[config.mk]
export PLATFORM = sky130hd
export DESIGN_NAME = vsub_lanes
export DESIGN_NICKNAME = d
export VERILOG_FILES = /design/src/rtl/vcmp_types_pkg.sv /design/src/rtl/vcmp_op_pkg.sv /design/src/rtl/vsub_lanes.sv
export VERILOG_INCLUDE_DIRS = /design/src /design/src/include
export SDC_FILE = /design/constraint.sdc
export NUM_CORES = 1
export LEC_CHECK = 0
export BUFFER_PORTS_ARGS = -buffer_cell sky130_fd_sc_hd__buf_2
export CAP_MARGIN = 15
export CORE_MARGIN = 3
export CORE_UTILIZATION = 25
export CTS_BUF_LIST = sky130_fd_sc_hd__clkbuf_8
export CTS_CLUSTER_SIZE = 25
export DETAILED_ROUTE_END_ITERATION = 6
export PLACE_DENSITY = 0.48
export REMOVE_ABC_BUFFERS = 1
export SLEW_MARGIN = 10
export SYNTH_ARGS = -nofsm -noshare
export SYNTH_HDL_FRONTEND = slang
export SYNTH_SLANG_ARGS = --single-unit
[constraint.sdc]
create_clock -name clk -period 3.15 [get_ports clk]
set_input_delay 0.63 -clock clk [delete_from_list [all_inputs] [get_ports clk]]
set_output_delay 0.63 -clock clk [all_outputs]
set_load 0.005 [all_outputs]
[src/include/vcmp_consts.svh]
`ifndef VCMP_CONSTS_SVH
`define VCMP_CONSTS_SVH

// operand slice width and the byte lanes it holds
`define VCMP_DATA_WIDTH 64
`define VCMP_BE_WIDTH (`VCMP_DATA_WIDTH / 8)

// element width code, 0 is 8 bits up to 3 for 64 bits
`define VCMP_SEW_WIDTH 2

// each byte slot is carry inject, eight difference bits and an extension bit
`define VCMP_LANE_BITS 10
`define VCMP_SUB_WIDTH (`VCMP_DATA_WIDTH + 17)

`define VCMP_ENABLE_64 1

`endif

[src/rtl/vcmp_types_pkg.sv]
`include "vcmp_consts.svh"

package vcmp_types_pkg;

  // one 64-bit slice of a vector register
  typedef logic [`VCMP_DATA_WIDTH-1:0] vdata_t;

  // one bit per byte lane, used for flags and packed masks
  typedef logic [`VCMP_BE_WIDTH-1:0] vbe_t;

  // element width code
  typedef logic [`VCMP_SEW_WIDTH-1:0] vsew_t;

  // difference in byte-slot lane format, the top bit catches the last carry
  typedef logic [`VCMP_SUB_WIDTH-1:0] vsub_t;

endpackage

[src/rtl/vcmp_op_pkg.sv]
package vcmp_op_pkg;

  typedef enum logic [3:0] {
    VMINU  = 4'd0,
    VMIN   = 4'd1,
    VMAXU  = 4'd2,
    VMAX   = 4'd3,
    VMSEQ  = 4'd4,
    VMSNE  = 4'd5,
    VMSLTU = 4'd6,
    VMSLT  = 4'd7,
    VMSLEU = 4'd8,
    VMSLE  = 4'd9
  } vcmp_op_e;

  // elements are two's complement for these opcodes
  function automatic logic vcmp_op_is_signed(vcmp_op_e op);
    case (op)
      VMIN, VMAX, VMSLT, VMSLE: return 1'b1;
      default:                  return 1'b0;
    endcase
  endfunction

  function automatic logic vcmp_op_is_max(vcmp_op_e op);
    case (op)
      VMAXU, VMAX: return 1'b1;
      default:     return 1'b0;
    endcase
  endfunction

  // compares write one mask bit per element instead of data
  function automatic logic vcmp_op_is_mask(vcmp_op_e op);
    case (op)
      VMSEQ, VMSNE, VMSLTU, VMSLT, VMSLEU, VMSLE: return 1'b1;
      default:                                    return 1'b0;
    endcase
  endfunction

endpackage

[src/rtl/vsub_lanes.sv]
`timescale 1ns/1ps
`include "vcmp_consts.svh"

module vsub_lanes
  import vcmp_types_pkg::*;
  import vcmp_op_pkg::*;
(
  input  logic     clk,
  input  logic     rst,
  input  logic     in_valid,
  input  vcmp_op_e op,
  input  vsew_t    sew,
  input  vdata_t   vec0,
  input  vdata_t   vec1,
  output vsub_t    sub_result,
  output vdata_t   s1_vec0,
  output vdata_t   s1_vec1,
  output vsew_t    s1_sew,
  output vcmp_op_e s1_op,
  output logic     max_sel,
  output logic     s1_valid
);

  localparam int NB = `VCMP_BE_WIDTH;
  localparam int LB = `VCMP_LANE_BITS;

  vsub_t      lane_a;
  vsub_t      lane_b;
  vsub_t      diff;
  logic       is_signed;
  logic [3:0] elem_bytes;
  logic       first_b;
  logic       last_b;
  logic       ext_a;
  logic       ext_b;

  // vec0 and the inverted vec1 are spread into 10-bit slots so that one
  // wide adder produces every element difference at once
  always_comb begin
    is_signed  = vcmp_op_is_signed(op);
    elem_bytes = 4'd1 << sew;
    lane_a     = '0;
    lane_b     = '0;
    first_b    = 1'b0;
    last_b     = 1'b0;
    ext_a      = 1'b0;
    ext_b      = 1'b0;
    for (int i = 0; i < NB; i++) begin
      first_b = (4'(i) & (elem_bytes - 4'd1)) == 4'd0;
      last_b  = ((4'(i) + 4'd1) & (elem_bytes - 4'd1)) == 4'd0;

      // top byte of an element gets its sign or zero extension, an inner
      // byte gets 1 + 0 so the carry passes through the extension bit
      if (last_b) begin
        ext_a = is_signed & vec0[i*8+7];
        ext_b = ~(is_signed & vec1[i*8+7]);
      end else begin
        ext_a = 1'b1;
        ext_b = 1'b0;
      end

      // slot bit 0 is 1 + 1 at an element boundary which cuts the chain
      // and injects the +1 of the two's complement, 1 + 0 passes it on
      lane_a[i*LB +: LB] = {ext_a, vec0[i*8 +: 8], 1'b1};
      lane_b[i*LB +: LB] = {ext_b, ~vec1[i*8 +: 8], first_b};
    end
    diff = lane_a + lane_b;
  end

  always_ff @(posedge clk) begin
    if (rst) begin
      s1_valid <= 1'b0;
    end else begin
      s1_valid <= in_valid;
    end
  end

  always_ff @(posedge clk) begin
    sub_result <= diff;
    s1_vec0    <= vec0;
    s1_vec1    <= vec1;
    s1_sew     <= sew;
    s1_op      <= op;
    max_sel    <= vcmp_op_is_max(op);
  end

endmodule

### Word-level counts from Yosys, hierarchy flattened

Cells that the tools add are included.

* equal/unequal tests: 5
* shift-type cells: 1
* bitwise gates (word level): 32
* multiplexer cells: 18
* reduce and logical (&&, ||, !) cells: 10
* add/sub/neg operators: 2

Operators by type and width (number)
* adder 80 x 80 -> 81 bit: 1
* inverter 8 bit: 8
* zero test 4 bit: 8
* two-way mux 1 bit: 18
* bitwise AND 1 bit: 16
* == test 4 x 2 -> 1 bit, second input constant: 2
* inverter 1 bit: 8
* == test 4 x 1 -> 1 bit, second input constant: 1
* == test 4 x 3 -> 1 bit, second input constant: 1
* == test 4 bit, second input constant: 1
* OR reduction 4 bit: 1
* << shifter 1 x 2 -> 4 bit, first input constant: 1
* subtractor 4 x 1 -> 4 bit, second input constant: 1
* OR reduction 2 bit: 1

* word-level logic and storage cells: 75
* output and inout bits: 217
* bits of input ports: 137
* register bits after elaboration: 217

### Depth between registers and ports, before layout

* word-level depth: 7
* gate-level depth with buffers: 12
* mapped depth without buffers: 12

### Least setup slack after synthesis

No wires, ideal clock.

* path type: in2reg
* start point: input port vec0[0]
* end point: register sub_result[77]
* stages on the path: 12
* required time: 3031 ps
* setup slack: 93 ps
* path buffers: 0
* data arrival time: 2938 ps
* setup time: 119 ps
* cells stage by stage: inv_1 -> ha_1 -> fa_1 -> nand2b_1 -> a21oi_1 -> o2111ai_1 -> a2111oi_2 -> or3_4 -> a31oi_4 -> o31ai_2 -> a21oi_2 -> xnor2_1

* cells in the longest elaborated chain, start to end: 1

RTL lines
* start, declared: line vsub_lanes.sv:13 `input vdata_t vec0,`
* adder 80 x 80 -> 81 bit: line vsub_lanes.sv:67 `diff = lane_a + lane_b;`
* net diff[77]: line vsub_lanes.sv:29 `vsub_t diff;`
* end signal, assigned: line vsub_lanes.sv:79 `sub_result <= diff;`
* end, declared: line vsub_lanes.sv:15 `output vsub_t sub_result,`

The timed path passes the listed nets, and every way through them passes these cells.
A chain may end at the register's enable or synchronous reset.

### Final worst setup path

Ends and elaborated chain as after synthesis.

==> metrics <==
RSZ-0062 raised after global routing=no; Starting DRT DRC Count=401; Hold Path Class=in2reg; top post-synthesis cells by area=dfxtp_1, ha_1, a21oi_1; Synth Area per Inst=9.36 µm²; maximum VDD drop=0.351 mV; Max Slew Vio Count=0; setup violators final=0; Yosys reg bits=216; WL/cell=17.1 µm; area grow syn2layout=46.7%; Post-synth ARST share=0%; io pins=354; Tightest Pin Transition=562 ps; setup TNS=0 ps; Slew headroom=62.3%; PwrDens=566 nW/µm²; Layout Nets=1752; # rows=70; port buffer count=352; H-tree levels=2; top cell type's share of synthesized area=45.6%; CP Launch Type=input port; Synth top cells by count=dfxtp_1, inv_1, a21oi_1; die area=40300 µm²; residual DRC count=0; first-pass GRT wire length=54800 µm; status=complete, no violations; CTS Buf Count=40; routed wire length=35700 µm; CTS max path bufs=3; GRT overflow=0; cell with the most instances after synthesis=dfxtp_1; RePlAce Congestion=0.864; cell taking the most area after synthesis=dfxtp_1; sequential area share after synthesis=45.6%; Starting Density=25.6%; critical path's slowest cell=fa_1; Die W=201 µm; Cells after Synth=1014; Final Hold Vio Count=0; yosys warns=0; Yosys cell types=70; CORE AREA=37000 µm²; Arr. time, crit path=3440 ps; Static Leak=6.96 nW; vias in the first global route=9404; Crit path largest cell delay=400 ps; Via-to-Cell Ratio=4.45; largest net degree at the start of global routing=14; post-route minimum period=2990 ps; Final period util=95.0%; fill cell count=3922; CP Data Required Time=3600 ps; Setup crit end kind=flip-flop; Worst-path clk slew=70 ps; CTS tree=built; gr usage total=17.3%; crit path launch=vec0[0]; Tot Pwr=7.88 mW; Fmax achieved=0.334 GHz; first drt pass iteration count=5; critical path class=in2reg; CTS Hold Bufs=0; antenna violations before repair=1; max_cap viols=0; synthesized area=9490 µm²; clk sink count=216; antenna viol nets, final=0; most common flop cell mapped by yosys=dfxtp_1; Post-synth EDFFs=0; hold path depth=1; Worst Min Path Start=vec0[27]; layout cell share with drive strength beyond 1=39.7%; Hold Path Sink=s1_vec0[27]; Die Ht=201 µm; via count=9257; crit-path max FO=2; DPL Wire Length=29900 µm; CTS Root Buffer Type=clkbuf_8; crit path cell chain=buf_2, inv_1, ha_1, fa_1, nand2b_1, a21oi_1, o2111ai_1, a2111oi_2, buf_4, or3_4, a31oi_4, o31ai_2, a21oi_2, xnor2_1
area by class of cell:
cell class / count / area (µm²) / area share [%]
Antenna cell: 2 / 5.00 / 0.0359
Clock inverter: 19 / 141 / 1.02
Timing Repair Buffer: 541 / 3180 / 22.8
Clock buffer: 50 / 688 / 4.94
Sequential cell: 216 / 4320 / 31.1
Tap cell: 504 / 631 / 4.53
Inverter: 85 / 319 / 2.29
Multi-Input combinational cell: 665 / 4630 / 33.3
critical path, delay by kind of cell:
family	cells	cell delay, ps
AND/OR/NAND/NOR	2	310
XOR/XNOR	1	130
adder cells (fa/ha/maj)	2	630
AO/OA/AOI/OAI	6	1420
buffers and inverters	3	310
cell usage in the layout (no fill, tap or decap), drive strengths merged, types with 3 or more instances in the layout:
cell and instances:
xor2 36, a2111oi 5, clkinv 5, or2 5, nor2b 6, a21o 35
or3 6, dfxtp 216, a211oi 9, a21oi 87, o21bai 10, o21ai 36
and2 5, a211o 3, nand2b 8, o221ai 6, o21a 9, clkbuf 50
o211ai 14, nand4 22, nor4 3, buf 541, inv 94, clkinvlp 3
and3 13, xnor2 48, o2111ai 6, a31oi 9, ha 65, nand2 76
nor3 18, a221oi 7, nor2 51, o31ai 7, nand3 34
per-layer routing:
metal	global-route usage, %	wire, µm	vias to the layer above
li1	-	-	4609
met1	22.7	16100	4263
met2	28.1	16300	329
met3	3.88	2370	54
met4	6.15	949	2
met5	0	7	-
sequential cells by signal (all words and copies together), names as in the netlist:
signal,count
max_sel,1
s1_op,4
s1_sew,2
s1_valid,1
s1_vec0,64
s1_vec1,64
sub_result,80
how the worst max path moves through the flow:
stage                     slack [ps]              to  cells after the start
final                            160  sub_result[77]                     14
after global routing              50  sub_result[73]                     14
after CTS                        220  sub_result[77]                     14
after detailed placement        -390  sub_result[75]                     15
after global placement          -350  sub_result[77]                     14
after floorplan                   90  sub_result[77]                     12
report_power, final:
group,internal (mW),total [mW],switching [mW]
registers,3.05,3.13,0.0799
logic,0.924,1.97,1.04
clock network,1.59,2.78,1.18
total,5.57,7.88,2.31
per-stage QoR:
stage          instances  utilization (%)  cell area [µm²]  hold slack (ps)  setup slack, ps
2_1_floorplan        966                -             9270              658             92.5
3_3_place_gp        2011             35.3            13100              747             -352
3_5_place_dp        2011             35.3            13100              748             -394
4_1_cts             2080             37.6            13900              106              222
5_1_grt             2080             37.6            13900              123             54.1
6_report            2082             37.6            13900              170              157
cells by family (layout without fill, tap and decap cells):
logic type | count (synthesis) | count (layout) | share of synthesized area (%)
compound gates | 262 | 262 | 19.4
simple gates | 251 | 251 | 12.7
flops | 216 | 216 | 45.6
buf+inv | 133 | 695 | 5.71
xor+xnor | 84 | 84 | 7.75
fa+ha+maj | 66 | 66 | 8.78
other cells | 1 | 3 | 0.0395
mux | 1 | 1 | 0.105
repair_timing:
action / 4_1_cts / 5_1_grt
resized for setup: 0 / 1
setup buffers: 0 / 0
endpoints found under the setup margin: 0 / 3
(Power assumes the default switching activity.)
