## config.mk

```make
export PLATFORM = sky130hd
export DESIGN_NAME = vcmp_result_stage
export DESIGN_NICKNAME = d
export VERILOG_FILES = /design/src/rtl/vcmp_types_pkg.sv /design/src/rtl/vcmp_op_pkg.sv /design/src/rtl/vcmp_result_stage.sv
export VERILOG_INCLUDE_DIRS = /design/src /design/src/include
export SDC_FILE = /design/constraint.sdc
export NUM_CORES = 1
export LEC_CHECK = 0
export BUFFER_PORTS_ARGS = -buffer_cell sky130_fd_sc_hd__buf_2
export CAP_MARGIN = 10
export CORE_MARGIN = 1
export CORE_UTILIZATION = 38
export CTS_CLUSTER_SIZE = 14
export DETAILED_ROUTE_END_ITERATION = 6
export GPL_TIMING_DRIVEN = 0
export PLACE_DENSITY = 0.77
export SETUP_SLACK_MARGIN = 0.2
export SLEW_MARGIN = 10
export SYNTH_ARGS = -nofsm -noshare
export SYNTH_HDL_FRONTEND = slang
export SYNTH_SLANG_ARGS = --single-unit
```

## constraint.sdc

```tcl
create_clock -name clk -period 1.5 [get_ports clk]
set_clock_uncertainty 0.05 [all_clocks]
set_input_delay 0.3 -clock clk [delete_from_list [all_inputs] [get_ports clk]]
set_output_delay 0.3 -clock clk [all_outputs]
set_load 0.01 [all_outputs]
```

## src/include/vcmp_consts.svh

```systemverilog
`ifndef VCMP_CONSTS_SVH
`define VCMP_CONSTS_SVH

// operand slice width and the byte lanes it holds
`define VCMP_DATA_WIDTH 64
`define VCMP_BE_WIDTH (`VCMP_DATA_WIDTH / 8)

// element width code, 0 is 8 bits up to 3 for 64 bits
`define VCMP_SEW_WIDTH 2

// each byte slot is carry inject, eight difference bits and an extension bit
`define VCMP_LANE_BITS 10
`define VCMP_SUB_WIDTH (`VCMP_DATA_WIDTH + 17)

`define VCMP_ENABLE_64 1

`endif

```

## src/rtl/vcmp_types_pkg.sv

```systemverilog
`include "vcmp_consts.svh"

package vcmp_types_pkg;

  // one 64-bit slice of a vector register
  typedef logic [`VCMP_DATA_WIDTH-1:0] vdata_t;

  // one bit per byte lane, used for flags and packed masks
  typedef logic [`VCMP_BE_WIDTH-1:0] vbe_t;

  // element width code
  typedef logic [`VCMP_SEW_WIDTH-1:0] vsew_t;

  // difference in byte-slot lane format, the top bit catches the last carry
  typedef logic [`VCMP_SUB_WIDTH-1:0] vsub_t;

endpackage

```

## src/rtl/vcmp_op_pkg.sv

```systemverilog
package vcmp_op_pkg;

  typedef enum logic [3:0] {
    VMINU  = 4'd0,
    VMIN   = 4'd1,
    VMAXU  = 4'd2,
    VMAX   = 4'd3,
    VMSEQ  = 4'd4,
    VMSNE  = 4'd5,
    VMSLTU = 4'd6,
    VMSLT  = 4'd7,
    VMSLEU = 4'd8,
    VMSLE  = 4'd9
  } vcmp_op_e;

  // elements are two's complement for these opcodes
  function automatic logic vcmp_op_is_signed(vcmp_op_e op);
    case (op)
      VMIN, VMAX, VMSLT, VMSLE: return 1'b1;
      default:                  return 1'b0;
    endcase
  endfunction

  function automatic logic vcmp_op_is_max(vcmp_op_e op);
    case (op)
      VMAXU, VMAX: return 1'b1;
      default:     return 1'b0;
    endcase
  endfunction

  // compares write one mask bit per element instead of data
  function automatic logic vcmp_op_is_mask(vcmp_op_e op);
    case (op)
      VMSEQ, VMSNE, VMSLTU, VMSLT, VMSLEU, VMSLE: return 1'b1;
      default:                                    return 1'b0;
    endcase
  endfunction

endpackage

```

## src/rtl/vcmp_result_stage.sv

```systemverilog
`timescale 1ns/1ps

module vcmp_result_stage
  import vcmp_types_pkg::*;
  import vcmp_op_pkg::*;
(
  input  logic     clk,
  input  logic     rst,
  input  logic     s1_valid,
  input  vcmp_op_e s1_op,
  input  vdata_t   minmax_result,
  input  vbe_t     mask,
  output logic     out_valid,
  output vdata_t   out_data,
  output logic     out_is_mask
);

  logic is_mask;

  assign is_mask = vcmp_op_is_mask(s1_op);

  always_ff @(posedge clk) begin
    if (rst) begin
      out_valid <= 1'b0;
    end else begin
      out_valid <= s1_valid;
    end
  end

  // the mask lands in the low bits with zeros above
  always_ff @(posedge clk) begin
    out_is_mask <= is_mask;
    out_data    <= is_mask ? vdata_t'(mask) : minmax_result;
  end

  data_known: assert property (@(posedge clk) disable iff (rst)
    out_valid |-> !$isunknown(out_data))
    else $error("out_data unknown while out_valid");

endmodule

```

* Word level (Yosys, flattened, before mapping)
Index checks and enable logic that the tools add are counted. W data, S select, Z words.
Storage, ports and cells: register bits after elaboration 66, logic and storage cells 13, output and inout bits 66, input port bits 79
Cells by class: muxes and demuxes 2, reductions and logical operators 1, equality and inequality tests 6
Operator list (count):
- $eq A4 B3 Y1 const B | 4
- $eq A4 B4 Y1 const B | 2
- $mux W8 | 1
- $reduce_or A6 Y1 | 1
- $mux W1 | 1

* Longest topological paths before layout
Gate-level depths: netlist of the first run.
depth in word-level cells 4, mapped depth 5, gate-level depth less buffers 3

* Worst setup path before layout of the first run
OpenSTA, ideal clock, no wires.
kind in2reg, from input port s1_op[3], to register out_data[0], required time 1.329 ns, path buffers 1, cell stages on the path 4, slack 0.310 ns, setup time 0.121 ns, arrival 1.019 ns, cells stage by stage nor2b_4 -> o21ai_2 -> buf_6 -> mux2_2
On the way: longest elaborated chain between the ends 4, elaborated cells between the ends (all ways) 9, classes of those cells eq/ne (6); mux (2); reduce/logical (1)
Ends and longest elaborated chain:
- start: declaration | RTL line vcmp_result_stage.sv:10 | input vcmp_op_e s1_op,
- $eq A4 B3 Y1 / $eq A4 B4 Y1 (equally long branches) | RTL line vcmp_op_pkg.sv:33 | case (op)
- $reduce_or A6 Y1 * | RTL line vcmp_op_pkg.sv:33
- $mux W1 * | RTL line vcmp_op_pkg.sv:33
- $mux W8 * | RTL line vcmp_result_stage.sv:33 | out_data <= is_mask ? vdata_t'(mask) : minmax_result;
- end signal: assignment | RTL line vcmp_result_stage.sv:33
- end: declaration | RTL line vcmp_result_stage.sv:14 | output vdata_t out_data,
Mark *: on every way between the ends. The rest lies on a longest branch, timed or not. A chain may end at the register's enable or synchronous reset.

* Worst setup path in the final report of the first run
from register out_data[2], to output port out_data[2]
No word-level cell between the ends.

==> results.cfg, run 1 <==
[outcome]
status = finished, final reports clean

[route]
wl_per_cell_um = 10.3
met2WireLength_mm = 1.99
wl_met3_um = 321
antenna_left = 0
totalWireLength_mm = 3.78
wirelength_met1_mm = 1.40
firstDrtPassIters = 3
routed_via_density = 4.01
drt_iter0_drc = 21
drc = 0
vias = 1471
top_layer = met4

[clocking]
postCtsHoldBufs = 0
cts_tree = yes
clockBufferDepth = 2
clockRootBuffer = clkbuf_8
htreeDepth = 3
cts.clk_slew.worst_paths_ns = 0.07
cts_buffers = 9
post_cts_resized = 0
clock_sinks = 66
post_cts_buffers = 0

[sta]
setup_ws_ns = 0.379
fin_setup_tns_ns = 0
fmax_mhz = 892
relSlewSlack_pct = 90.8
slew_violations = 0
hold-worst-slack_ns = 0.0861
period_share_pct = 74.8
worst_pin_slew_ns = 0.138
period_minus_slack_ns = 1.12
hold_viol = 0
rsz0062_at_grt = no
setup_violations = 0

[final_layout]
multi_input_area_um2 = 473
postLayoutCellArea_um2 = 2870
antenna-diode-count = 0
fin_cells = 367
finish.utilization_pct = 60.7
layout.nets = 375
seqCellArea_um2 = 1320
drive_gt1_share_pct = 58.3
nFillCells = 405
syn_to_final_growth_pct = 53.0

[critical_path]
worstSetupPathDepth = 1
cp.required_ns = 1.15
crit_chain = buf_2
path_buf_inv = 1
criticalPathCategory = reg2out
critical-path-max-stage-delay_ns = 0.32
startpoint = out_data[2]$_DFF_P_
startpoint_type = register
worstPathMaxFanout = 1
slowest_stage = dfxtp_1
arrival_ns = 0.77
end_kind = output port
cp_top_family = flip-flops

[die]
initial_core_util_pct = 39.7
io_pins = 145
die_area_um2 = 5210
die_h_um = 72.2
core-area_um2 = 4720
die_w_um = 72.2
rows = 25

[global_routing]
grtUsageTotal_pct = 14.3
grt_pass1_vias = 1308
grt_max_degree = 12
antenna_found_initial = 0
grt_pass1_wl_mm = 5.43
grt_overflow = 0

[synthesis]
synth_warnings = 0
synth_top_area_cell = dfxtp_1
ys_seq_area_share_pct = 70.5
synth.avg_cell_area_um2 = 13.2
synth.area.top_cells = dfxtp_1, and2_1, mux2_2
synth_top_area_share_pct = 70.5
syn_nets = 221
synthCells = 142
syn_area_um2 = 1870
synth.distinct_cells = 10
ys_ff_latch = 66

[power_and_ir_drop]
power_density_nw_per_um2 = 1320
ir_worst_vdd_v = 0.000709
power.total_mw = 3.77
power_leakage_nw = 1.49

[flow_run]
maxCapViolCount = 0

[hold_path]
hold_path.class = in2reg
min_path_cells = 2
worstHoldStart = rst

[placed_design]
place_inst = 352
io_buffers = 143
dp_hpwl_mm = 2.94
place_area_um2 = 2670
place.gp.congestion = 0.679
pre_cts_ws_ns = 0.107
-- power by group --
part | internal (mW) | switching (mW) | total (mW)
sequential | 1.88 | 0.0271 | 1.91
combinational | 0.251 | 0.196 | 0.447
clock | 0.797 | 0.616 | 1.41
-- cells in the final DEF (no fill, tap or decap), drive strengths merged --
cell / count
mux2: 8
clkinvlp: 2
dfxtp: 66
nand2: 1
clkinv: 2
inv: 1
buf: 150
clkbuf: 10
and2: 56
bufinv: 1
nor2b: 2
o21ai: 1
-- routing by layer --
layer | track usage [%] | up-vias
met2 | 25.6 | 83
met1 | 13.1 | 639
met3 | 5.69 | 8
li1 | - | 741
met4 | 9.80 | 0
met5 | 0 | -
-- cell usage after synthesis (all sizes together) --
| cell | count |
|---|---|
| buf | 7 |
| inv | 1 |
| nor2b | 2 |
| and2 | 56 |
| nand2 | 1 |
| dfxtp | 66 |
| o21ai | 1 |
| mux2 | 8 |
-- final timing paths --
kind | endpoint | slack, ns
max | out_data[2] | 0.38
min | out_valid$_SDFF_PP0_ | 0.09
-- cell type report --
| type | instances | share of cell area [%] |
|---|---|---|
| timing repair buffer | 143 | 25.0 |
| tap | 67 | 2.93 |
| inverter | 1 | 0.131 |
| clock inverter | 5 | 1.92 |
| buffer | 7 | 2.62 |
| multi-input combinational | 68 | 16.5 |
| clock buffer | 10 | 4.80 |
| sequential | 66 | 46.1 |
-- registers in the layout (all words and copies together) (netlist names) --
register,cells
out_is_mask,1
out_data,64
out_valid,1
-- kinds of logic (layout without fill, tap and decap cells) --
family,after synthesis,in the layout,synth area share [%]
AOI/OAI and AO/OA,1,1,0.468
buffers and inverters,8,166,4.21
DFF,66,66,70.5
muxes,8,8,4.81
and+or+nand+nor,59,59,20.0
Note: power is estimated with default switching activity, not from simulation.
==> run 2, diff against run 1 <==
--- a/config.mk
+++ b/config.mk
@@ -6,14 +6,15 @@
 export SDC_FILE = /design/constraint.sdc
 export NUM_CORES = 1
 export LEC_CHECK = 0
+export ABC_AREA = 1
 export BUFFER_PORTS_ARGS = -buffer_cell sky130_fd_sc_hd__buf_2
 export CAP_MARGIN = 10
 export CORE_MARGIN = 1
-export CORE_UTILIZATION = 38
+export CORE_UTILIZATION = 41
 export CTS_CLUSTER_SIZE = 14
 export DETAILED_ROUTE_END_ITERATION = 6
 export GPL_TIMING_DRIVEN = 0
-export PLACE_DENSITY = 0.77
+export PLACE_DENSITY = 0.78
 export SETUP_SLACK_MARGIN = 0.2
 export SLEW_MARGIN = 10
 export SYNTH_ARGS = -nofsm -noshare
==> constraint.sdc (replaced) <==
create_clock -name clk -period 1.08 [get_ports clk]
set_clock_uncertainty 0.05 [all_clocks]
set_input_delay 0.216 -clock clk [delete_from_list [all_inputs] [get_ports clk]]
set_output_delay 0.216 -clock clk [all_outputs]
set_load 0.01 [all_outputs]
==> results.cfg, run 2 <==
[synthesis]
synth_most_common_cell = dfxtp_1
synth_edf_count = 0
synthArstFlopShare_pct = 0
ys_ff_latch = 66
synthCells = 220
synth.avg_cell_area_um2 = 10.0
synth.area.top_cells = dfxtp_1, nor2_4, inv_1
yosys_most_used_dff = dfxtp_1
synth_top_area_cell = dfxtp_1
ys_seq_area_share_pct = 59.8
synth_top_cells_by_count = dfxtp_1, inv_1, nor2_4
synth.distinct_cells = 10
synth_warnings = 0
syn_area_um2 = 2210
synth_top_area_share_pct = 59.8
syn_nets = 299

[final_layout]
seqCellArea_um2 = 1360
nFillCells = 386
reg_top3 = out_data x64, out_is_mask x1, out_valid x1
fin_cells = 458
syn_to_final_growth_pct = 66.0
largest_register_ffs = 64
finish.utilization_pct = 71.4
layout.nets = 462
multi_input_area_um2 = 614
final_cell_mix = buf_2, inv_1, dfxtp_1
layout_commonest_cell = buf_2
antenna-diode-count = 0
drive_gt1_share_pct = 60.8
largest_register = out_data
postLayoutCellArea_um2 = 3670

[power_and_ir_drop]
power_leakage_nw = 2.00
power_density_nw_per_um2 = 1660
ir_worst_vdd_v = 0.000939

[global_routing]
grt_max_degree = 12
antenna_found_initial = 0
grtUsageTotal_pct = 16.7
grt_pass1_vias = 1644
grt_pass1_wl_mm = 6.88
grt_overflow = 0

[sta]
slew_violations = 0
fin_setup_tns_ns = 0
worst_pin_slew_ns = 0.253
setup_violations = 0
fmax_mhz = 941
hold_viol = 0
relSlewSlack_pct = 83.1
rsz0062_at_grt = yes
period_minus_slack_ns = 1.06
period_share_pct = 98.4
hold-worst-slack_ns = 0.0414

[die]
core-area_um2 = 5140
io_pins = 145
die_w_um = 75.4
die_h_um = 75.4
initial_core_util_pct = 43.0
rows = 26
die_area_um2 = 5690

[clocking]
clockRootBuffer = clkbuf_8
cts.clk_slew.worst_paths_ns = 0.07
cts_buffers = 9
clock_sinks = 66
cts_tree = yes
htreeDepth = 3
clockBufferDepth = 2

[route]
vias = 1844
drc = 0
firstDrtPassIters = 3
routed_via_density = 4.03
drt_iter0_drc = 48
wl_per_cell_um = 11.6
antenna_left = 0
totalWireLength_mm = 5.30

[critical_path]
worstPathMaxFanout = 1
slowest_stage = dfxtp_1
critical-path-max-stage-delay_ns = 0.34
startpoint_type = register
cp_top_family = flip-flops
cp.required_ns = 0.81
end_kind = output port
criticalPathCategory = reg2out
arrival_ns = 0.80
crit_chain = buf_2
path_buf_inv = 1

[placed_design]
dp_hpwl_mm = 3.47
place_area_um2 = 3030
place.gp.congestion = 0.674
io_buffers = 143
place_inst = 433

[hold_path]
hold_path.class = in2reg

[flow_run]
maxCapViolCount = 0

[outcome]
status = finished, final reports clean
==> run 2: changes by cell type after synthesis, moves of 10 or more <==
cell	change
nor2_4	+30
nand2_1	+10
nor2_1	+28
inv_1	+59
nand3_1	+16
and2_1	-56
==> run 2: cells by family after synthesis <==
logic type | count (synthesis) | share of synthesized area (%)
AND/OR/NAND/NOR | 88 | 26.4
buffers and inverters | 66 | 13.9
flip-flops | 66 | 59.8
==> run 2: final timing paths <==
path | start | end | slack [ns] | cells after the start
worst max-delay path | out_data[30]$_SDFF_PP0_ | out_data[30] | 0.02 | 1
worst min-delay path | minmax_result[62] | out_data[62]$_SDFF_PP0_ | 0.04 | 3
==> run 2: cell type report <==
class | instances | share of cell area [%]
inverters | 60 | 6.13
repair buffers | 152 | 28.4
well taps | 70 | 2.39
multi-input cells | 88 | 16.7
clock buffers | 12 | 4.50
flip-flops and latches | 66 | 37.0
clock inverters | 4 | 1.98
plain buffers | 6 | 2.86
==> run 2: power by group <==
group          internal (mW)  total [mW]  switching [mW]
clock                   1.49        2.37           0.883
sequential              2.64        2.70          0.0646
combinational          0.544        1.01           0.470
total                   4.67        6.09            1.42
==> run 2: routing by layer <==
layer / wire length [um] / global-route usage [%] / vias to the layer above
met5: 0 / 0 / -
met4: 99 / 10.5 / 0
met3: 352 / 6.08 / 10
met2: 2910 / 30.9 / 84
met1: 1940 / 15.6 / 804
li1: - / - / 946
==> run 2: repair_timing <==
action	in CTS	in global routing
gates resized for setup	15	53
hold buffers	1	0
hold endpoints to repair	1	0
cloned	0	4
pin swaps	0	3
endpoints found under the setup margin	83	96
buffers inserted	0	4
==> run 2: through the flow <==
| stage | total power [mW] | setup slack (ns) |
|---|---|---|
| finish | 6.09 | 0.0171 |
| floorplan | 3.16 | 0.0857 |
| global route | 6.39 | -0.0121 |
| detailed placement | 3.53 | -0.164 |
| CTS | 5.94 | 0.0218 |
| global placement | 3.51 | -0.146 |
