$ cat config.mk
export PLATFORM = sky130hd
export DESIGN_NAME = vminmax_select
export DESIGN_NICKNAME = d
export VERILOG_FILES = /design/src/rtl/vcmp_types_pkg.sv /design/src/rtl/vminmax_select.sv
export VERILOG_INCLUDE_DIRS = /design/src /design/src/include
export SDC_FILE = /design/constraint.sdc
export NUM_CORES = 1
export LEC_CHECK = 0
export ABC_AREA = 1
export BUFFER_PORTS_ARGS = -buffer_cell sky130_fd_sc_hd__buf_2
export CORE_AREA = 3 3 111 113
export DETAILED_ROUTE_END_ITERATION = 16
export DIE_AREA = 0 0 114 116
export PLACE_DENSITY = 0.47
export SYNTH_ARGS = -nofsm -noshare
export SYNTH_HDL_FRONTEND = slang
export SYNTH_SLANG_ARGS = --single-unit
export TNS_END_PERCENT = 30
$ cat constraint.sdc
create_clock -name vclk -period 2.3
set_clock_uncertainty 0.05 [all_clocks]
set_input_delay 0.115 -clock vclk [all_inputs]
set_output_delay 0.115 -clock vclk [all_outputs]
set_load 0.005 [all_outputs]
$ cat src/include/vcmp_consts.svh
`ifndef VCMP_CONSTS_SVH
`define VCMP_CONSTS_SVH

// operand slice width and the byte lanes it holds
`define VCMP_DATA_WIDTH 64
`define VCMP_BE_WIDTH (`VCMP_DATA_WIDTH / 8)

// element width code, 0 is 8 bits up to 3 for 64 bits
`define VCMP_SEW_WIDTH 2

// each byte slot is carry inject, eight difference bits and an extension bit
`define VCMP_LANE_BITS 10
`define VCMP_SUB_WIDTH (`VCMP_DATA_WIDTH + 17)

`define VCMP_ENABLE_64 1

`endif

$ cat src/rtl/vcmp_types_pkg.sv
`include "vcmp_consts.svh"

package vcmp_types_pkg;

  // one 64-bit slice of a vector register
  typedef logic [`VCMP_DATA_WIDTH-1:0] vdata_t;

  // one bit per byte lane, used for flags and packed masks
  typedef logic [`VCMP_BE_WIDTH-1:0] vbe_t;

  // element width code
  typedef logic [`VCMP_SEW_WIDTH-1:0] vsew_t;

  // difference in byte-slot lane format, the top bit catches the last carry
  typedef logic [`VCMP_SUB_WIDTH-1:0] vsub_t;

endpackage

$ cat src/rtl/vminmax_select.sv
`timescale 1ns/1ps
`include "vcmp_consts.svh"

module vminmax_select
  import vcmp_types_pkg::*;
#(
  parameter bit ENABLE_64_BIT = `VCMP_ENABLE_64
) (
  input  logic   max_sel,
  input  vsew_t  sew,
  input  vdata_t vec0,
  input  vdata_t vec1,
  input  vsub_t  sub_result,
  output vdata_t minmax_result,
  output vbe_t   equal,
  output vbe_t   lt
);

  localparam int NB       = `VCMP_BE_WIDTH;
  localparam int LB       = `VCMP_LANE_BITS;
  localparam int NUM_SEWS = 1 << `VCMP_SEW_WIDTH;

  vbe_t  sgns   [NUM_SEWS];
  vbe_t  lts    [NUM_SEWS];
  vbe_t  equals [NUM_SEWS];
  vbe_t  sgn_bits;
  vsew_t sew_eff;

  // flags for every element width, selected afterwards by sew
  always_comb begin
    int msb;

    msb = 0;
    for (int j = 0; j < NUM_SEWS; j++) begin
      sgns[j]   = '0;
      lts[j]    = '0;
      equals[j] = '0;
      if (j < NUM_SEWS - 1 || ENABLE_64_BIT) begin
        for (int k = 0; k < (NB >> j); k++) begin
          equals[j][k] = 1'b1;
        end
        for (int i = 0; i < NB; i++) begin
          // extension bit of the element's top byte is the sign of vec0 - vec1
          msb = i | ((1 << j) - 1);
          sgns[j][i]     = sub_result[msb*LB + LB - 1];
          lts[j][i >> j] = sub_result[msb*LB + LB - 1];

          // any nonzero difference or extension bit breaks equality
          if (sub_result[i*LB + 1 +: LB - 1] != '0) begin
            equals[j][i >> j] = 1'b0;
          end
        end
      end
    end
  end

  always_comb begin
    // without 64-bit support the widest code falls back to 32-bit elements
    sew_eff  = (!ENABLE_64_BIT && sew == 2'd3) ? 2'd2 : sew;
    equal    = equals[sew_eff];
    lt       = lts[sew_eff];
    sgn_bits = sgns[sew_eff];

    // a sign that disagrees with max_sel keeps vec0, so max_sel low gives the min
    for (int i = 0; i < NB; i++) begin
      minmax_result[i*8 +: 8] = (sgn_bits[i] != max_sel) ? vec0[i*8 +: 8] : vec1[i*8 +: 8];
    end
  end

  // 32-bit elements take their signs from the top byte of each half
  always_comb begin
    if (!ENABLE_64_BIT && sew == 2'd3) begin
      assert (lt == vbe_t'({sub_result[8*LB-1], sub_result[4*LB-1]}))
        else $error("sew 3 not remapped to 32-bit elements");
    end
  end

endmodule

After elaboration in Yosys (flattened, before gate mapping)

Cells that the tools add are included.

Bits in registers: 0
Memories: 0
Logic and storage cells: 55
Bits in writable memories: 0
Input port bits: 212
Bits in latches: 0
Bits in read-only memories: 0
Output and inout port bits: 80

$mul: 0
Muxes and demuxes: 37
Shift-type cells: 0
Add/sub/neg operators: 0
Reduce and logical (&&, ||, !) cells: 8
Div/mod/pow operators: 0
Bitwise logic cells: 1
Equality and inequality tests: 8
Order comparisons: 1

Operators by type and width:

| kind                                                      | count |
|---|---|
| 2-to-1 mux 8 bit                                          | 14 |
| nonzero test 9 bit                                        | 8 |
| binary-select mux 8 bit (select 2 bit)                    | 3 |
| 2-to-1 mux 1 bit                                          | 20 |
| inequality test 1 bit                                     | 8 |
| greater-or-equal comparator 3 bit (second input constant) | 1 |
| NOT 2 -> 3 bit                                            | 1 |

Longest topological paths before layout

Gate-level depths: netlist of the first run.

Depth after elaboration: 12
Gate-level depth with buffers: 10
Depth with buffers taken out: 9

Least setup slack after synthesis of the first run

No wires, ideal clock.

Path type: input to output
Start: input port max_sel
End: output port minmax_result[56]
Data arrival time: 0.999 ns
Slack: 1.136 ns
Path buffers: 1
Data required time: 2.135 ns
Stages on the path: 3
Cell sequence: buf_4 xnor2_2 mux2_2

Cells in the longest elaborated chain, start to end: 2

Ends and longest elaborated chain:

| item                  | line                 | RTL |
|---|---|---|
| start, declared       | vminmax_select.sv:9  | `input logic max_sel,` |
| inequality test 1 bit | vminmax_select.sv:66 | `minmax_result[i*8 +: 8] = (sgn_bits[i] != max_sel) ? vec0[i*8 +: 8] : vec1[i*8 +: 8];` |
| 2-to-1 mux 8 bit      | vminmax_select.sv:66 |  |
| end, declared         | vminmax_select.sv:14 | `output vdata_t minmax_result,` |

No other way between the ends.

Worst setup path in the final report of the first run

Start: input port sew[1]
End: output port minmax_result[42]

Cells in the longest elaborated chain, start to end: 6

Ends and longest elaborated chain:

| item                                                | line                 | RTL |
|---|---|---|
| start, declared                                     | vminmax_select.sv:10 | `input vsew_t sew,` |
| NOT 2 -> 3 bit (implied by the code)                | vminmax_select.sv:62 | `sgn_bits = sgns[sew_eff];` |
| binary-select mux 8 bit (select 2 bit)              | vminmax_select.sv:62 |  |
| 2-to-1 mux 8 bit (implied by the code) (2 in a row) | vminmax_select.sv:62 |  |
| inequality test 1 bit                               | vminmax_select.sv:66 |  |
| 2-to-1 mux 8 bit                                    | vminmax_select.sv:66 |  |

No other way between the ends. The select of a mux whose other input is x is not followed.

==> impl_metrics.csv, run 1 <==
group,metric,value,unit
timing,max_slew_margin,0.570,
floorplan,die_h,116,µm
synth,synth.distinct_cells,25,
routing,vias,3045,
synth,synth_compound_gate_area_share,0.0808,
power,switching_power,0.332,mW
routing,drc,0,
critical_path,crit_start,"sew[1]",
power,p_sw_frac,0.508,
cells_and_area,regArea,0,µm²
cts,cts_resized,0,
timing,hold_violations,0,
timing,period_share,0.738,
grt,grt_pass1_wl,12600,µm
synth,netlist_area,1530,µm²
critical_path,crit_family,"XOR/XNOR gates",
floorplan,coreArea,11400,µm²
critical_path,cp_slowest_cell,"xor2_2",
routing,drtAntennaViolNets,0,
timing,rsz0062_at_grt,"false",
synth,synthMuxAreaShare,0.0588,
grt,grt.total_usage,0.115,
synth,synthXorXnorAreaFrac,0.0212,
status,outcome,"complete, no violations",
run,cap_violations,0,
critical_path,cp_max_fo,16,
placed_design,portBuffers,283,
floorplan,die-area,13200,µm²
critical_path,required,2.13,ns
synth,syn-num-nets,538,
synth,yosys_warnings,0,
cells_and_area,final_layout_size_suffix_gt1_frac,0.537,
worst_hold_path,hold_start,"vec1[12]",
power,sequentialPowerShare,0,
power,power_density,212,nW/µm²
critical_path,crit_arrival,1.53,ns
critical_path,path_cells,"buf_2 > nand2_1 > o21ai_2 > xor2_2 > nand2_1 > o21ai_1 > buf_2",
critical_path,crit_buf_inv,2,
critical_path,cp-end-kind,"output pin",
power,vdd_ir_drop_max,78.3,µV
synth,yosysTopAreaCellShare,0.360,
floorplan,start_util,0.134,
placed_design,dp_hpwl,8170,µm
grt,antenna_found_initial,0,
floorplan,io_pins,292,
power,p_comb_frac,1.000,
cells_and_area,areaGrowthSynthToFinish,102,%
timing,finalSetupViolCount,0,
timing,maxSlewViolCount,0,
cts,holdBufCountCts,0,
grt,grt_pass1_vias,2660,
cts,post_cts_buffers,0,
floorplan,fp.dieW,114,µm
synth,synthCells,326,
timing,tightest_slew,0.644,ns
cells_and_area,post-route-util,0.271,
timing,timing.final.crit_period,1.70,ns
routing,drtIter0Drc,71,
synth,synthAdderAreaFrac,0,
synth,ys_top_cells_by_area,"nand2_1, nand3_1, nor2_1",
cells_and_area,finalNetCount,819,
power,leakage,2.01,nW
cells_and_area,diodes,0,
worst_hold_path,hp-class,"in2out",
placed_design,routabilityCongestion,0.865,
critical_path,critical-path-max-stage-delay,0.54,ns
routing,firstDrtPassIters,4,
critical_path,path_class,"in2out",
synth,synth_top_area_cell,"nand2_1",
routing,post_drt_wl_per_cell,12.1,µm
grt,gr-total-overflow,0,
synth,synth_simple_gate_area_frac,0.754,
cells_and_area,seq_cells,0,
power,p_int,0.322,mW
cells_and_area,final.clkbuf_count,0,
timing,fmax,0.589,GHz
grt,grt_max_degree,17,
routing,drt-vias-per-instance,4.07,
critical_path,start_kind,"input port",
synth,synth_area_per_cell,4.70,µm²
timing,finalSetupTns,0,ns
synth,synth_top_family_by_area,"simple AND/OR/NAND/NOR gates",
power,clkPwrFrac,0,
synth,yosysSeqAreaShare,0,
power,total_power,0.654,mW
floorplan,rows,39,
routing,totalWireLength,9060,µm
==> cell type report <==
class,count,area (µm²)
fill,1349,8330
inverter,24,92.6
multi-input combinational,298,1400
tap,143,179
timing repair buffer,283,1420
==> path summary, 6_finish.rpt <==
| path | endpoint | slack (ns) | cells after the start |
|---|---|---|---|
| max | minmax_result[42] | 0.60 | 7 |
| min | minmax_result[12] | 0.44 | 4 |
==> placed cells by master, fill, tap and decap left out <==
cell      count
xor2_2        1
nand4_1       1
mux2_2        8
inv_2         3
inv_1        20
nand3_1      47
o22ai_2       1
inv_4         1
o21ai_0       9
nor2_1       46
nor2_4        1
nand2_2      14
nor3_1        4
or2_2         4
nor2_2        1
o21a_1        1
buf_2       283
o31ai_1       2
nand2_1     147
nand3_2       4
o21ai_1       2
xnor2_2       1
o21ai_2       3
o211ai_1      1
==> power groups by stage <==
stage / clock, mW / combinational, mW / sequential (mW)
2_1_floorplan: 0 / 0.300 / 0
3_3_place_gp: 0 / 0.661 / 0
3_5_place_dp: 0 / 0.664 / 0
4_1_cts: 0 / 0.667 / 0
5_1_grt: 0 / 0.739 / 0
6_report: 0 / 0.654 / 0
==> metal layers <==
metal	share of wire	wire (µm)	global-route usage	vias up
met3	0.090	812	0.0131	0
met4	0	0	0	0
met1	0.39	3520	0.138	1286
li1	-	-	-	1605
met2	0.52	4730	0.230	154
met5	0	0	0	-
==> cell usage after synthesis, drive strengths merged <==
library cell  number
buf                4
inv               24
mux2               8
nand2            161
nand3             51
nand4              1
nor2              48
nor3               4
o211ai             1
o21a               1
o21ai             14
o22ai              1
o31ai              2
or2                4
xnor2              1
xor2               1
==> through the flow <==
step / setup WS, ns / instance area, µm² / hold slack, ns / std cells
6_report: 0.602 / 3090 / 0.436 / 748
5_1_grt: 0.368 / 3090 / 0.452 / 748
4_1_cts: 0.567 / 3090 / 0.439 / 748
3_5_place_dp: 0.564 / 3090 / 0.437 / 748
3_3_place_gp: 0.597 / 3090 / 0.436 / 748
2_1_floorplan: 1.14 / 1530 / 0.261 / 326
==> cells by family (layout without fill, tap and decap cells) <==
family	count (synthesis)	count (layout)
AND/OR/NAND/NOR	269	269
AO/OA/AOI/OAI	19	19
multiplexers	8	8
XOR/XNOR	2	2
buffers and inverters	28	307
No activity file was read; power rests on OpenSTA's default activity.
==> run 2, diff against run 1 <==
--- a/config.mk
+++ b/config.mk
@@ -8,10 +8,10 @@
 export LEC_CHECK = 0
 export ABC_AREA = 1
 export BUFFER_PORTS_ARGS = -buffer_cell sky130_fd_sc_hd__buf_2
-export CORE_AREA = 3 3 111 113
+export CORE_AREA = 3 3 112 114
 export DETAILED_ROUTE_END_ITERATION = 16
-export DIE_AREA = 0 0 114 116
-export PLACE_DENSITY = 0.47
+export DIE_AREA = 0 0 115 117
+export PLACE_DENSITY = 0.48
 export SYNTH_ARGS = -nofsm -noshare
 export SYNTH_HDL_FRONTEND = slang
 export SYNTH_SLANG_ARGS = --single-unit
==> constraint.sdc (replaced) <==
create_clock -name vclk -period 1.47
set_clock_uncertainty 0.05 [all_clocks]
set_input_delay 0.0735 -clock vclk [all_inputs]
set_output_delay 0.0735 -clock vclk [all_outputs]
set_load 0.005 [all_outputs]
==> run 2 against run 1 <==
Sequential share of layout area unchanged. Die area increased by 1.7%. Setup slack got worse by 0.48 ns. Cell area increased by 6.8%. Count of clock-buffer cells in the layout unchanged. Via count increased by 4.0%. First-iteration DRC count increased by 11%. Global-route usage increased by 0.073 points. Power increased by 70%. Core utilization increased by 1.6 points. Flip-flop and latch count unchanged. Non-clock buffer count increased by 18. Critical path type unchanged. Critical endpoint is now minmax_result[38]. Largest cell class unchanged. Largest power group unchanged.
==> impl_metrics.csv, run 2 (synthesis results as in run 1) <==
group,metric,value,unit
timing,hold_violations,0,
timing,period_share,0.919,
power,switching_power,0.543,mW
critical_path,critPathMostFrequentCell,"nand2_1",
grt,grt_pass1_vias,2756,
grt,antenna_found_initial,0,
routing,vias,3168,
critical_path,path_cells,"clkbuf_4 > nand2_1 > inv_1 > nor2_2 > nand3_2 > buf_4 > nand3_1 > nand2_1 > buf_2",
power,p_sw_frac,0.489,
routing,drtIter0Drc,79,
critical_path,cp-end-kind,"output pin",
routing,firstDrtPassIters,4,
routing,drc,0,
routing,post_drt_wl_per_cell,12.3,µm
routing,totalWireLength,9410,µm
grt,grtUsageMet3,0.0103,
critical_path,critical-path-max-stage-delay,0.21,ns
cells_and_area,areaGrowthSynthToFinish,115,%
cells_and_area,regArea,0,µm²
power,leakage,2.12,nW
cells_and_area,finalNetCount,838,
grt,grtUsageMet1,0.137,
timing,timing.final.crit_period,1.35,ns
power,clkPwrFrac,0,
critical_path,path_class,"in2out",
cells_and_area,mostFrequentLayoutCell,"buf_2",
power,power_density,336,nW/µm²
floorplan,die-area,13500,µm²
cells_and_area,post-route-util,0.287,
routing,drtAntennaViolNets,0,
grt,grt_max_degree,17,
cts,post_cts_buffers,0,
run,cap_violations,0,
timing,max_slew_margin,0.823,
timing,tightest_slew,0.264,ns
timing,finalSetupTns,0,ns
floorplan,coreArea,11500,µm²
critical_path,required,1.35,ns
cells_and_area,final.clkbuf_count,0,
floorplan,die_h,117,µm
power,p_comb_frac,1.000,
critical_path,start_kind,"input port",
placed_design,placed_area,3250,µm²
critical_path,cp_slowest_cell,"buf_4",
placed_design,dp_hpwl,8620,µm
worst_hold_path,hp-class,"in2out",
routing,drt-vias-per-instance,4.13,
power,vdd_ir_drop_max,127,µV
floorplan,io_pins,292,
cells_and_area,fillers,1336,
timing,maxSlewViolCount,0,
floorplan,start_util,0.133,
grt,gr-usage-met2,0.234,
grt,grt_pass1_wl,12800,µm
status,outcome,"complete, no violations",
grt,busiest_layer,"met2",
grt,grt.total_usage,0.116,
timing,fmax,0.741,GHz
cells_and_area,mostFrequentLayoutCells,"buf_2, nand2_1, nand3_1",
placed_design,routabilityCongestion,0.833,
power,p_int,0.568,mW
cells_and_area,fin_area,3300,µm²
cells_and_area,final_layout_size_suffix_gt1_frac,0.559,
critical_path,cp_max_fo,8,
power,sequentialPowerShare,0,
critical_path,crit_arrival,1.23,ns
grt,gr-total-overflow,0,
cells_and_area,diodes,0,
floorplan,rows,39,
timing,finalSetupViolCount,0,
timing,rsz0062_at_grt,"false",
floorplan,fp.dieW,115,µm
placed_design,portBuffers,283,
cells_and_area,seq_cells,0,
-- run 2: cell types whose count changed in the layout (fill, tap and decap cells not counted) --
cell,before,now
buf_12,0,2
clkbuf_4,0,1
nand3_2,4,5
buf_2,283,281
nor2_1,46,43
nor2_2,1,4
nand3_1,47,46
nand2_2,14,11
nand2_1,147,146
buf_4,0,17
nand2_4,0,5
-- run 2: timing repair --
action / CTS / global route
gates resized for setup: 0 / 13
endpoints found under the setup margin: 0 / 41
hold buffers: 0 / 0
-- run 2: worst paths after layout --
check                 cells after the start                 to     start  slack, ns
worst min-delay path                      4  minmax_result[54]  vec1[54]       0.35
worst max-delay path                      9  minmax_result[38]    sew[1]       0.12
-- run 2: routing by layer --
layer / share of wire / routed length, µm
met1: 0.39 / 3630
met3: 0.081 / 758
met4: 0.0047 / 44
met5: 0 / 0
met2: 0.53 / 4980
-- run 2: power groups by stage --
| stage | Sequential, mW | Clock (mW) | Combinational, mW |
|---|---|---|---|
| final | 0 | 0 | 1.11 |
| after global routing | 0 | 0 | 1.25 |
| after CTS | 0 | 0 | 1.11 |
| after detailed placement | 0 | 0 | 1.11 |
| after global placement | 0 | 0 | 1.10 |
| after floorplan | 0 | 0 | 0.469 |
-- run 2: cell type report --
type	instances	area [µm²]	share of cell area
repair buffers	301	1580	0.479
multi-input cells	299	1450	0.439
inverters	24	92.6	0.0280
well taps	143	179	0.0542
-- run 2: per-stage QoR --
stage / hold slack, ns / power, mW / setup WS, ns / instances
2_1_floorplan: 0.178 / 0.469 / 0.389 / 326
3_3_place_gp: 0.352 / 1.10 / 0.0244 / 766
3_5_place_dp: 0.355 / 1.11 / 0.0146 / 766
4_1_cts: 0.356 / 1.11 / 0.0106 / 766
5_1_grt: 0.373 / 1.25 / 0.00208 / 767
6_report: 0.355 / 1.11 / 0.120 / 767
-- run 2: worst max-delay path: cells and delay by family --
family	cells	cell delay (ns)
buffers and inverters	4	0.58
and+or+nand+nor	5	0.56
